===== src/logic/exu_pkg.sv =====
`default_nettype none

package exu_pkg;

    localparam int XLEN       = 32;
    localparam int REG_ADDR_W = 5;
    localparam int CSR_ADDR_W = 32; // carried full width

    //////////////////////////////
    // opcodes
    //////////////////////////////
    localparam logic [6:0] OPC_TYPE_I = 7'b0010011;
    localparam logic [6:0] OPC_TYPE_R = 7'b0110011;
    localparam logic [6:0] OPC_TYPE_L = 7'b0000011;
    localparam logic [6:0] OPC_TYPE_S = 7'b0100011;
    localparam logic [6:0] OPC_TYPE_B = 7'b1100011;
    localparam logic [6:0] OPC_JAL    = 7'b1101111;
    localparam logic [6:0] OPC_JALR   = 7'b1100111;
    localparam logic [6:0] OPC_LUI    = 7'b0110111;
    localparam logic [6:0] OPC_AUIPC  = 7'b0010111;
    localparam logic [6:0] OPC_FENCE  = 7'b0001111;
    localparam logic [6:0] OPC_CSR    = 7'b1110011;
    localparam logic [6:0] OPC_NOP    = 7'b0000001;

    //////////////////////////////
    // funct3
    //////////////////////////////
    // alu, same for register and immediate forms
    localparam logic [2:0] F3_ADD_SUB = 3'b000;
    localparam logic [2:0] F3_SLL     = 3'b001;
    localparam logic [2:0] F3_SLT     = 3'b010;
    localparam logic [2:0] F3_SLTU    = 3'b011;
    localparam logic [2:0] F3_XOR     = 3'b100;
    localparam logic [2:0] F3_SR      = 3'b101;
    localparam logic [2:0] F3_OR      = 3'b110;
    localparam logic [2:0] F3_AND     = 3'b111;

    localparam logic [2:0] F3_LB  = 3'b000;
    localparam logic [2:0] F3_LH  = 3'b001;
    localparam logic [2:0] F3_LW  = 3'b010;
    localparam logic [2:0] F3_LBU = 3'b100;
    localparam logic [2:0] F3_LHU = 3'b101;

    localparam logic [2:0] F3_SB = 3'b000;
    localparam logic [2:0] F3_SH = 3'b001;
    localparam logic [2:0] F3_SW = 3'b010;

    localparam logic [2:0] F3_BEQ  = 3'b000;
    localparam logic [2:0] F3_BNE  = 3'b001;
    localparam logic [2:0] F3_BLT  = 3'b100;
    localparam logic [2:0] F3_BGE  = 3'b101;
    localparam logic [2:0] F3_BLTU = 3'b110;
    localparam logic [2:0] F3_BGEU = 3'b111;

    localparam logic [2:0] F3_CSRRW  = 3'b001;
    localparam logic [2:0] F3_CSRRS  = 3'b010;
    localparam logic [2:0] F3_CSRRC  = 3'b011;
    localparam logic [2:0] F3_CSRRWI = 3'b101;
    localparam logic [2:0] F3_CSRRSI = 3'b110;
    localparam logic [2:0] F3_CSRRCI = 3'b111;

    typedef enum logic [3:0] {
        CLS_NONE,
        CLS_ALU,
        CLS_BRANCH,
        CLS_JUMP,   // jal, jalr
        CLS_UPPER,  // lui, auipc
        CLS_FENCE,
        CLS_LOAD,
        CLS_STORE,
        CLS_CSR
    } op_class_e;

endpackage

`default_nettype wire


===== src/logic/exu_decode.sv =====
`timescale 1ns/1ns
`default_nettype none

module exu_decode (
    input  wire logic [exu_pkg::XLEN-1:0] inst_i,
    output exu_pkg::op_class_e            op_class_o,
    output logic [2:0]                    funct3_o,
    output logic                          alt_o,
    output logic [4:0]                    zimm_o
);

    logic [6:0] opcode;
    logic [6:0] funct7;
    logic       r_valid;

    assign opcode   = inst_i[6:0];
    assign funct7   = inst_i[31:25];
    assign funct3_o = inst_i[14:12];
    assign zimm_o   = inst_i[19:15];

    // funct7 of one (mul/div) is not supported
    assign r_valid = (funct7 == 7'b0000000) || (funct7 == 7'b0100000);

    always_comb begin
        case (opcode)
            exu_pkg::OPC_TYPE_I:                 op_class_o = exu_pkg::CLS_ALU;
            exu_pkg::OPC_TYPE_R:                 op_class_o = r_valid ? exu_pkg::CLS_ALU
                                                                      : exu_pkg::CLS_NONE;
            exu_pkg::OPC_TYPE_B:                 op_class_o = exu_pkg::CLS_BRANCH;
            exu_pkg::OPC_JAL, exu_pkg::OPC_JALR: op_class_o = exu_pkg::CLS_JUMP;
            exu_pkg::OPC_LUI, exu_pkg::OPC_AUIPC: op_class_o = exu_pkg::CLS_UPPER;
            exu_pkg::OPC_FENCE:                  op_class_o = exu_pkg::CLS_FENCE;
            exu_pkg::OPC_TYPE_L:                 op_class_o = exu_pkg::CLS_LOAD;
            exu_pkg::OPC_TYPE_S:                 op_class_o = exu_pkg::CLS_STORE;
            exu_pkg::OPC_CSR:                    op_class_o = exu_pkg::CLS_CSR;
            default:                             op_class_o = exu_pkg::CLS_NONE;
        endcase
    end

    // bit 30 selects sub and arithmetic shift
    always_comb begin
        alt_o = 1'b0;
        if (opcode == exu_pkg::OPC_TYPE_R) begin
            alt_o = inst_i[30] && (funct3_o == exu_pkg::F3_ADD_SUB ||
                                   funct3_o == exu_pkg::F3_SR);
        end else if (opcode == exu_pkg::OPC_TYPE_I) begin
            alt_o = inst_i[30] && (funct3_o == exu_pkg::F3_SR); // addi has no sub form
        end
    end

endmodule

`default_nettype wire


===== src/logic/exu_alu.sv =====
`timescale 1ns/1ns
`default_nettype none

module exu_alu (
    input  wire exu_pkg::op_class_e       op_class_i,
    input  wire logic [2:0]               funct3_i,
    input  wire logic                     alt_i,
    input  wire logic [exu_pkg::XLEN-1:0] op1_i,
    input  wire logic [exu_pkg::XLEN-1:0] op2_i,
    output logic [exu_pkg::XLEN-1:0]      result_o
);

    logic [exu_pkg::XLEN-1:0] sum;
    logic [4:0]               shamt;
    logic                     lt_s;
    logic                     lt_u;

    assign sum   = op1_i + op2_i;
    assign shamt = op2_i[4:0];
    assign lt_s  = $signed(op1_i) < $signed(op2_i);
    assign lt_u  = op1_i < op2_i;

    //////////////////////////////
    // result select
    //////////////////////////////
    always_comb begin
        result_o = '0;
        case (op_class_i)
            exu_pkg::CLS_ALU: begin
                case (funct3_i)
                    exu_pkg::F3_ADD_SUB: result_o = alt_i ? (op1_i - op2_i) : sum;
                    exu_pkg::F3_SLL:     result_o = op1_i << shamt;
                    exu_pkg::F3_SLT:     result_o = {{(exu_pkg::XLEN-1){1'b0}}, lt_s};
                    exu_pkg::F3_SLTU:    result_o = {{(exu_pkg::XLEN-1){1'b0}}, lt_u};
                    exu_pkg::F3_XOR:     result_o = op1_i ^ op2_i;
                    exu_pkg::F3_SR: begin
                        if (alt_i) begin
                            result_o = $unsigned($signed(op1_i) >>> shamt);
                        end else begin
                            result_o = op1_i >> shamt;
                        end
                    end
                    exu_pkg::F3_OR:      result_o = op1_i | op2_i;
                    exu_pkg::F3_AND:     result_o = op1_i & op2_i;
                    default:             result_o = '0;
                endcase
            end
            // link value pc+4, or upper immediate
            exu_pkg::CLS_UPPER, exu_pkg::CLS_JUMP: result_o = sum;
            default: result_o = '0;
        endcase
    end

endmodule

`default_nettype wire


===== src/logic/exu_branch.sv =====
`timescale 1ns/1ns
`default_nettype none

module exu_branch (
    input  wire exu_pkg::op_class_e       op_class_i,
    input  wire logic [2:0]               funct3_i,
    input  wire logic [exu_pkg::XLEN-1:0] op1_i,
    input  wire logic [exu_pkg::XLEN-1:0] op2_i,
    input  wire logic [exu_pkg::XLEN-1:0] op1_jump_i,
    input  wire logic [exu_pkg::XLEN-1:0] op2_jump_i,
    output logic                          jump_o,
    output logic [exu_pkg::XLEN-1:0]      jump_addr_o
);

    logic eq;
    logic lt_s;
    logic lt_u;
    logic taken;

    assign eq   = op1_i == op2_i;
    assign lt_s = $signed(op1_i) < $signed(op2_i);
    assign lt_u = op1_i < op2_i;

    always_comb begin
        case (funct3_i)
            exu_pkg::F3_BEQ:  taken = eq;
            exu_pkg::F3_BNE:  taken = !eq;
            exu_pkg::F3_BLT:  taken = lt_s;
            exu_pkg::F3_BGE:  taken = !lt_s;
            exu_pkg::F3_BLTU: taken = lt_u;
            exu_pkg::F3_BGEU: taken = !lt_u;
            default:          taken = 1'b0;
        endcase
    end

    // fence redirects to pc+4
    assign jump_o = (op_class_i == exu_pkg::CLS_BRANCH && taken) ||
                    (op_class_i == exu_pkg::CLS_JUMP) ||
                    (op_class_i == exu_pkg::CLS_FENCE);

    assign jump_addr_o = jump_o ? (op1_jump_i + op2_jump_i) : '0;

endmodule

`default_nettype wire


===== src/logic/exu_lsu.sv =====
`timescale 1ns/1ns
`default_nettype none

module exu_lsu (
    input  wire exu_pkg::op_class_e       op_class_i,
    input  wire logic [2:0]               funct3_i,
    input  wire logic [exu_pkg::XLEN-1:0] op1_i,
    input  wire logic [exu_pkg::XLEN-1:0] op2_i,
    input  wire logic [exu_pkg::XLEN-1:0] reg2_r_data_i,
    input  wire logic [exu_pkg::XLEN-1:0] mem_r_data_i,
    output logic [exu_pkg::XLEN-1:0]      mem_addr_o,
    output logic [exu_pkg::XLEN-1:0]      mem_w_data_o,
    output logic [exu_pkg::XLEN-1:0]      load_data_o,
    output logic                          mem_req_o,
    output logic                          mem_we_o
);

    localparam int XLEN = exu_pkg::XLEN;

    logic [XLEN-1:0] addr;
    logic [1:0]      lane;
    logic [4:0]      byte_sh;
    logic [4:0]      half_sh;
    logic [7:0]      rd_byte;
    logic [15:0]     rd_half;
    logic            is_load;
    logic            is_store;

    assign addr     = op1_i + op2_i;
    assign lane     = addr[1:0];
    assign byte_sh  = {lane, 3'b000};
    assign half_sh  = (lane == 2'b00) ? 5'd0 : 5'd16; // lower half only at lane 0
    assign rd_byte  = mem_r_data_i[byte_sh +: 8];
    assign rd_half  = mem_r_data_i[half_sh +: 16];
    assign is_load  = op_class_i == exu_pkg::CLS_LOAD;
    assign is_store = op_class_i == exu_pkg::CLS_STORE;

    assign mem_req_o  = is_load || is_store;
    assign mem_we_o   = is_store;
    assign mem_addr_o = mem_req_o ? addr : '0;

    //////////////////////////////
    // load extraction
    //////////////////////////////
    always_comb begin
        load_data_o = '0;
        if (is_load) begin
            case (funct3_i)
                exu_pkg::F3_LB:  load_data_o = {{(XLEN-8){rd_byte[7]}}, rd_byte};
                exu_pkg::F3_LH:  load_data_o = {{(XLEN-16){rd_half[15]}}, rd_half};
                exu_pkg::F3_LW:  load_data_o = mem_r_data_i;
                exu_pkg::F3_LBU: load_data_o = {{(XLEN-8){1'b0}}, rd_byte};
                exu_pkg::F3_LHU: load_data_o = {{(XLEN-16){1'b0}}, rd_half};
                default:         load_data_o = '0;
            endcase
        end
    end

    //////////////////////////////
    // store merge into read word
    //////////////////////////////
    always_comb begin
        mem_w_data_o = '0;
        if (is_store) begin
            case (funct3_i)
                exu_pkg::F3_SB: begin
                    mem_w_data_o = (mem_r_data_i & ~({{(XLEN-8){1'b0}}, 8'hff} << byte_sh))
                                 | ({{(XLEN-8){1'b0}}, reg2_r_data_i[7:0]} << byte_sh);
                end
                exu_pkg::F3_SH: begin
                    mem_w_data_o = (mem_r_data_i & ~({{(XLEN-16){1'b0}}, 16'hffff} << half_sh))
                                 | ({{(XLEN-16){1'b0}}, reg2_r_data_i[15:0]} << half_sh);
                end
                exu_pkg::F3_SW: mem_w_data_o = reg2_r_data_i;
                default:        mem_w_data_o = '0;
            endcase
        end
    end

endmodule

`default_nettype wire


===== src/logic/exu_csr.sv =====
`timescale 1ns/1ns
`default_nettype none

module exu_csr (
    input  wire exu_pkg::op_class_e       op_class_i,
    input  wire logic [2:0]               funct3_i,
    input  wire logic [4:0]               zimm_i,
    input  wire logic [exu_pkg::XLEN-1:0] reg1_r_data_i,
    input  wire logic [exu_pkg::XLEN-1:0] csr_r_data_i,
    output logic [exu_pkg::XLEN-1:0]      csr_w_data_o,
    output logic [exu_pkg::XLEN-1:0]      csr_result_o
);

    logic [exu_pkg::XLEN-1:0] src;

    // funct3[2] picks the immediate forms
    assign src = funct3_i[2] ? {{(exu_pkg::XLEN-5){1'b0}}, zimm_i} : reg1_r_data_i;

    always_comb begin
        csr_w_data_o = '0;
        csr_result_o = '0;
        if (op_class_i == exu_pkg::CLS_CSR) begin
            csr_result_o = csr_r_data_i; // old value to rd
            case (funct3_i)
                exu_pkg::F3_CSRRW, exu_pkg::F3_CSRRWI: csr_w_data_o = src;
                exu_pkg::F3_CSRRS, exu_pkg::F3_CSRRSI: csr_w_data_o = csr_r_data_i | src;
                exu_pkg::F3_CSRRC, exu_pkg::F3_CSRRCI: csr_w_data_o = csr_r_data_i & ~src;
                default: csr_result_o = '0;
            endcase
        end
    end

endmodule

`default_nettype wire


===== src/logic/exu_retire.sv =====
`timescale 1ns/1ns
`default_nettype none

module exu_retire (
    input  wire logic                           clk_i,
    input  wire logic                           arst_n_i,
    input  wire logic [exu_pkg::XLEN-1:0]       alu_result_i,
    input  wire logic [exu_pkg::XLEN-1:0]       load_data_i,
    input  wire logic [exu_pkg::XLEN-1:0]       csr_result_i,
    input  wire logic [exu_pkg::XLEN-1:0]       csr_w_data_i,
    input  wire logic [exu_pkg::XLEN-1:0]       jump_addr_i,
    input  wire logic                           jump_i,
    input  wire logic                           unit_mem_req_i,
    input  wire logic                           unit_mem_we_i,
    input  wire logic                           reg_we_i,
    input  wire logic                           csr_we_i,
    input  wire logic                           int_assert_i,
    input  wire logic [exu_pkg::XLEN-1:0]       int_addr_i,
    input  wire logic [exu_pkg::REG_ADDR_W-1:0] reg_w_addr_i,
    input  wire logic [exu_pkg::CSR_ADDR_W-1:0] csr_w_addr_i,
    output logic                                mem_req_o,
    output logic                                mem_we_o,
    output logic [exu_pkg::XLEN-1:0]            reg_w_data_o,
    output logic                                reg_we_o,
    output logic [exu_pkg::REG_ADDR_W-1:0]      reg_w_addr_o,
    output logic [exu_pkg::XLEN-1:0]            csr_w_data_o,
    output logic                                csr_we_o,
    output logic [exu_pkg::CSR_ADDR_W-1:0]      csr_w_addr_o,
    output logic                                jump_flag_o,
    output logic [exu_pkg::XLEN-1:0]            jump_addr_o
);

    logic [exu_pkg::XLEN-1:0] wb_data;

    assign wb_data = alu_result_i | load_data_i | csr_result_i; // idle units give zero

    // no memory access while taking an interrupt
    assign mem_req_o = unit_mem_req_i && !int_assert_i;
    assign mem_we_o  = unit_mem_we_i && !int_assert_i;

    //////////////////////////////
    // stage register
    //////////////////////////////
    always_ff @(posedge clk_i or negedge arst_n_i) begin
        if (!arst_n_i) begin
            reg_w_data_o <= '0;
            reg_we_o     <= 1'b0;
            reg_w_addr_o <= '0;
            csr_w_data_o <= '0;
            csr_we_o     <= 1'b0;
            csr_w_addr_o <= '0;
            jump_flag_o  <= 1'b0;
            jump_addr_o  <= '0;
        end else begin
            reg_w_data_o <= wb_data;
            reg_we_o     <= reg_we_i && !int_assert_i;
            reg_w_addr_o <= reg_w_addr_i;
            csr_w_data_o <= csr_w_data_i;
            csr_we_o     <= csr_we_i && !int_assert_i;
            csr_w_addr_o <= csr_w_addr_i;
            jump_flag_o  <= jump_i || int_assert_i;
            jump_addr_o  <= int_assert_i ? int_addr_i : jump_addr_i; // trap vector wins
        end
    end

endmodule

`default_nettype wire


===== src/logic/exu_top.sv =====
`timescale 1ns/1ns
`default_nettype none

module exu_top (
    input  wire logic                           clk_i,
    input  wire logic                           arst_n_i,
    input  wire logic [exu_pkg::XLEN-1:0]       inst_i,
    input  wire logic [exu_pkg::XLEN-1:0]       op1_i,
    input  wire logic [exu_pkg::XLEN-1:0]       op2_i,
    input  wire logic [exu_pkg::XLEN-1:0]       op1_jump_i,
    input  wire logic [exu_pkg::XLEN-1:0]       op2_jump_i,
    input  wire logic [exu_pkg::XLEN-1:0]       reg1_r_data_i,
    input  wire logic [exu_pkg::XLEN-1:0]       reg2_r_data_i,
    input  wire logic                           reg_we_i,
    input  wire logic [exu_pkg::REG_ADDR_W-1:0] reg_w_addr_i,
    input  wire logic                           csr_we_i,
    input  wire logic [exu_pkg::CSR_ADDR_W-1:0] csr_w_addr_i,
    input  wire logic [exu_pkg::XLEN-1:0]       csr_r_data_i,
    input  wire logic [exu_pkg::XLEN-1:0]       mem_r_data_i,
    input  wire logic                           int_assert_i,
    input  wire logic [exu_pkg::XLEN-1:0]       int_addr_i,
    output logic [exu_pkg::XLEN-1:0]            mem_addr_o,
    output logic [exu_pkg::XLEN-1:0]            mem_w_data_o,
    output logic                                mem_we_o,
    output logic                                mem_req_o,
    output logic [exu_pkg::XLEN-1:0]            reg_w_data_o,
    output logic                                reg_we_o,
    output logic [exu_pkg::REG_ADDR_W-1:0]      reg_w_addr_o,
    output logic [exu_pkg::XLEN-1:0]            csr_w_data_o,
    output logic                                csr_we_o,
    output logic [exu_pkg::CSR_ADDR_W-1:0]      csr_w_addr_o,
    output logic                                jump_flag_o,
    output logic [exu_pkg::XLEN-1:0]            jump_addr_o
);

    exu_pkg::op_class_e       op_class;
    logic [2:0]               funct3;
    logic                     alt;
    logic [4:0]               zimm;
    logic [exu_pkg::XLEN-1:0] alu_result;
    logic [exu_pkg::XLEN-1:0] load_data;
    logic [exu_pkg::XLEN-1:0] csr_result;
    logic [exu_pkg::XLEN-1:0] csr_w_data;
    logic [exu_pkg::XLEN-1:0] jump_addr;
    logic                     jump;
    logic                     unit_mem_req;
    logic                     unit_mem_we;

    exu_decode u_decode (
        .inst_i(inst_i), .op_class_o(op_class), .funct3_o(funct3), .alt_o(alt), .zimm_o(zimm)
    );

    exu_alu u_alu (
        .op_class_i(op_class), .funct3_i(funct3), .alt_i(alt),
        .op1_i(op1_i), .op2_i(op2_i), .result_o(alu_result)
    );

    exu_branch u_branch (
        .op_class_i(op_class), .funct3_i(funct3), .op1_i(op1_i), .op2_i(op2_i),
        .op1_jump_i(op1_jump_i), .op2_jump_i(op2_jump_i),
        .jump_o(jump), .jump_addr_o(jump_addr)
    );

    // memory side stays combinational
    exu_lsu u_lsu (
        .op_class_i(op_class), .funct3_i(funct3), .op1_i(op1_i), .op2_i(op2_i),
        .reg2_r_data_i(reg2_r_data_i), .mem_r_data_i(mem_r_data_i),
        .mem_addr_o(mem_addr_o), .mem_w_data_o(mem_w_data_o), .load_data_o(load_data),
        .mem_req_o(unit_mem_req), .mem_we_o(unit_mem_we)
    );

    exu_csr u_csr (
        .op_class_i(op_class), .funct3_i(funct3), .zimm_i(zimm),
        .reg1_r_data_i(reg1_r_data_i), .csr_r_data_i(csr_r_data_i),
        .csr_w_data_o(csr_w_data), .csr_result_o(csr_result)
    );

    exu_retire u_retire (
        .clk_i(clk_i), .arst_n_i(arst_n_i),
        .alu_result_i(alu_result), .load_data_i(load_data), .csr_result_i(csr_result),
        .csr_w_data_i(csr_w_data), .jump_addr_i(jump_addr), .jump_i(jump),
        .unit_mem_req_i(unit_mem_req), .unit_mem_we_i(unit_mem_we),
        .reg_we_i(reg_we_i), .csr_we_i(csr_we_i),
        .int_assert_i(int_assert_i), .int_addr_i(int_addr_i),
        .reg_w_addr_i(reg_w_addr_i), .csr_w_addr_i(csr_w_addr_i),
        .mem_req_o(mem_req_o), .mem_we_o(mem_we_o),
        .reg_w_data_o(reg_w_data_o), .reg_we_o(reg_we_o), .reg_w_addr_o(reg_w_addr_o),
        .csr_w_data_o(csr_w_data_o), .csr_we_o(csr_we_o), .csr_w_addr_o(csr_w_addr_o),
        .jump_flag_o(jump_flag_o), .jump_addr_o(jump_addr_o)
    );

endmodule

`default_nettype wire


===== config.mk =====
export PLATFORM = sky130hd
export DESIGN_NAME = exu_top
export DESIGN_NICKNAME = d
export VERILOG_FILES = /design/src/logic/exu_pkg.sv /design/src/logic/exu_decode.sv /design/src/logic/exu_alu.sv /design/src/logic/exu_branch.sv /design/src/logic/exu_lsu.sv /design/src/logic/exu_csr.sv /design/src/logic/exu_retire.sv /design/src/logic/exu_top.sv
export SDC_FILE = /design/constraint.sdc
export NUM_CORES = 1
export LEC_CHECK = 0
export BUFFER_PORTS_ARGS = -buffer_cell sky130_fd_sc_hd__buf_2
export CAP_MARGIN = 10
export CORE_AREA = 8 8 214 216
export CTS_CLUSTER_DIAMETER = 200
export DETAILED_ROUTE_END_ITERATION = 6
export DIE_AREA = 0 0 222 224
export GPL_TIMING_DRIVEN = 1
export PLACE_DENSITY = 0.71
export RECOVER_POWER = 25
export SYNTH_ARGS = -nofsm -noshare
export SYNTH_HDL_FRONTEND = slang
export SYNTH_SLANG_ARGS = --single-unit

===== constraint.sdc =====
create_clock -name clk_i -period 4.5 [get_ports clk_i]
set_input_delay 0.225 -clock clk_i [delete_from_list [all_inputs] [get_ports clk_i]]
set_output_delay 0.225 -clock clk_i [all_outputs]
set_load 0.02 [all_outputs]

==> reports/qor.yml <==
outcome:
  status: "finished with violations"
  violations: "DRC, capacitance limit, slew limit"
floorplanning:
  core_um2: 42500
  dieArea_um2: 49700
  die_y_um: 224
  fp.dieW_um: 222
  rows: 76
  initial_core_util: 0.418
  pin_count: 564
sta:
  slew_headroom: -1.06
  tightestPinTransition_ns: 3.09
  finalSetupTns_ns: 0
  rsz0062_at_grt: "false"
  setup_viol: 0
  period_share: 0.911
  hold_violations: 0
  slew_violations: 113
  period_needed_ns: 4.10
  timing.fmax_ghz: 0.244
layout:
  final_nets: 3371
  fillers: 4315
  final_common_cell: "buf_2"
  area_growth_pct: 26.4
  post_route_cells_drive_above_1_share: 0.266
  utilization: 0.528
  seqCellArea_um2: 3400
  multi_input_area_um2: 13300
  layout_common_cells: "512 x buf_2, 321 x nor2_1, 213 x a21oi_1"
setup_path:
  worst_setup_path_start_kind: "input pin"
  path_delay_family: "simple AND/OR/NAND/NOR gates"
  cp_cell_sequence: "buf_2, inv_1, ha_1, or4_1, nor4b_1, nand3_1, nor3_1, mux2i_1, a21bo_2, o311ai_4, buf_4, nand2b_1, o21ai_0"
  critPathMaxFanout: 12
  cp-endpoint: "u_retire.jump_addr_o[24]"
  critPathSlowestCell: "nor4b_1"
  startpoint: "op1_i[23]"
  cp_num_buf_inv: 3
  crit_arrival_ns: 4.28
  cp-end-kind: "flop"
  critical_path_class: "input pin to flop"
  cp_slowest_stage_delay_ns: 0.75
  cp.depth: 13
  crit_required_ns: 4.68
logic_synthesis:
  synth_nets: 2819
  ys_ff_latch: 136
  synth_mux_area_frac: 0.130
  synthSimpleGateAreaFrac: 0.185
  netlist_instances: 2326
  synth_compound_area_frac: 0.301
  synth_cell_types: 87
  synthXorXnorAreaFrac: 0.0360
  synth_top_family_by_area: "compound AO/OA/AOI/OAI gates"
  synth_edf_count: 0
  yosys_warnings: 0
  postSynthAreaPerCell_um2: 7.64
  synthAdderAreaFrac: 0.0935
  async_flop_share: 1.00
  synth_flop_cell: "dfrtp_1"
  synth.yosys.seq_area_share: 0.192
  syn_area_um2: 17800
route:
  vias_per_cell: 6.50
  drc_errors: 8
  routed-via-count: 22400
  avgRoutedWirePerCell_um: 29.9
  drt.antenna.violating_nets: 0
  dr.first_iter.drc_count: 3080
  wl_mm: 103
  drt_pre_antenna_iters: 7
pwr:
  p_clk_frac: 0.286
  power_density_nw_per_um2: 228
  sequentialPowerShare: 0.250
  switching_share: 0.427
  p_sw_mw: 2.19
  vdd_ir_drop_max_mv: 0.270
  p_int_mw: 2.93
  p_leak_nw: 10.5
  p_comb_frac: 0.464
clock_tree:
  clkSinkCount: 136
  cts_buffer_depth: 2
  cts_resized: 0
  numCtsBuffers: 17
  htreeDepth: 4
  cts_tree: "done"
  root_buffer: "clkbuf_16"
  clk_pin_slew_ns: 0.08
placement:
  post-dp-hpwl_mm: 83.1
  gp_congestion: 1.05
  io_buffers: 553
global_routing:
  grt_pass1_wl_mm: 148
  grt_pass1_vias: 21400
  grt_max_degree: 77
  antenna_found_initial: 18
  grtUsageTotal: 0.394
  overflow: 0
job:
  cap_violations: 2
worst_hold_path:
  hold_class: "input pin to flop"
  min_from: "int_addr_i[28]"
==> how the worst min path moves through the flow <==
stage                                endpoint  slack, ns  cells past startpoint
global route         u_retire.jump_addr_o[28]       0.01                      2
floorplan            u_retire.csr_w_addr_o[0]      -0.07                      0
CTS                  u_retire.jump_addr_o[28]      0.002                      2
finish               u_retire.jump_addr_o[28]       0.02                      2
global placement    u_retire.csr_w_addr_o[19]       0.18                      1
detailed placement   u_retire.csr_w_addr_o[5]       0.20                      1
==> registers in the layout, indices dropped and copies added (netlist names) <==
| register | flops |
|---|---|
| u_retire.reg_we_o | 1 |
| u_retire.csr_w_data_o | 32 |
| u_retire.csr_w_addr_o | 32 |
| u_retire.reg_w_data_o | 32 |
| u_retire.csr_we_o | 1 |
| u_retire.jump_flag_o | 1 |
| u_retire.jump_addr_o | 32 |
| u_retire.reg_w_addr_o | 5 |
==> area by class of cell <==
type	count	share of cell area
Antenna cell	13	0.00145
Timing Repair Buffer	709	0.181
Inverter	108	0.0181
Multi-Input combinational cell	1906	0.591
Clock buffer	18	0.0196
Sequential cell	136	0.152
Clock inverter	14	0.00708
Tap cell	546	0.0304
==> routing by layer <==
metal / part of all wire / track usage
met1: 0.40 / 0.515
met2: 0.45 / 0.629
met3: 0.099 / 0.0785
met5: 0.000097 / 0
met4: 0.047 / 0.169
==> Yosys cell counts (all sizes together), types with 8 or more instances <==
| cell | instances | area, um2 |
|---|---|---|
| dfrtp | 136 | 3400 |
| o221ai | 33 | 289 |
| xor2 | 23 | 201 |
| a22oi | 20 | 150 |
| o2111ai | 8 | 70.1 |
| a311oi | 8 | 70.1 |
| a222oi | 10 | 100 |
| nor2b | 23 | 144 |
| xnor2 | 50 | 438 |
| o21a | 13 | 97.6 |
| inv | 104 | 390 |
| a221oi | 26 | 228 |
| o31ai | 33 | 283 |
| nor3 | 40 | 200 |
| nand2b | 22 | 138 |
| a31oi | 56 | 350 |
| a21o | 24 | 180 |
| and2 | 20 | 125 |
| or2 | 14 | 87.6 |
| o21bai | 13 | 97.6 |
| nand3 | 27 | 135 |
| o22ai | 22 | 138 |
| o41ai | 8 | 92.6 |
| mux2 | 23 | 259 |
| buf | 44 | 215 |
| nor4 | 9 | 56.3 |
| a211oi | 37 | 283 |
| o21ai | 170 | 851 |
| nor2 | 323 | 1210 |
| nand4 | 13 | 81.3 |
| and3 | 14 | 87.6 |
| clkbuf | 132 | 495 |
| mux4 | 56 | 1260 |
| or3 | 13 | 81.3 |
| a21oi | 213 | 1070 |
| mux2i | 78 | 781 |
| nand2 | 197 | 739 |
| ha | 128 | 1600 |
| o211ai | 31 | 238 |
==> power groups by stage <==
stage | registers [mW] | logic, mW | clock network, mW
3_3_place_gp | 1.30 | 2.23 | 0
5_1_grt | 1.28 | 2.51 | 1.53
4_1_cts | 1.28 | 2.30 | 1.48
6_report | 1.28 | 2.38 | 1.47
2_1_floorplan | 1.36 | 1.29 | 0
3_5_place_dp | 1.30 | 2.25 | 0
==> stage by stage <==
stage / area (um2) / worst slack, ns / instances / hold WS [ns] / total power [mW]
2_1_floorplan: 17800 / 0.124 / 2326 / -0.0706 / 2.64
3_3_place_gp: 21200 / 0.244 / 3342 / 0.179 / 3.53
3_5_place_dp: 21200 / 0.220 / 3342 / 0.197 / 3.55
4_1_cts: 22500 / 0.553 / 3437 / 0.00244 / 5.06
5_1_grt: 22400 / 0.274 / 3446 / 0.0140 / 5.32
6_report: 22400 / 0.400 / 3450 / 0.0164 / 5.12
==> what timing repair did <==
action | CTS | global route
endpoints found under the hold margin | 105 | 0
hold buffers | 63 | 0
buffers inserted | 0 | 0
==> kinds of logic (layout without fill, tap and decap cells) <==
kind of cell / Yosys count / count (layout)
buffers and inverters: 284 / 849
other: 0 / 13
xor gates and xnor gates: 73 / 73
and+or+nand+nor: 739 / 739
DFF: 136 / 136
muxes: 157 / 157
AOI/OAI and AO/OA: 806 / 806
adders and majority gates: 131 / 131
Power figures use the tool's default switching activity.
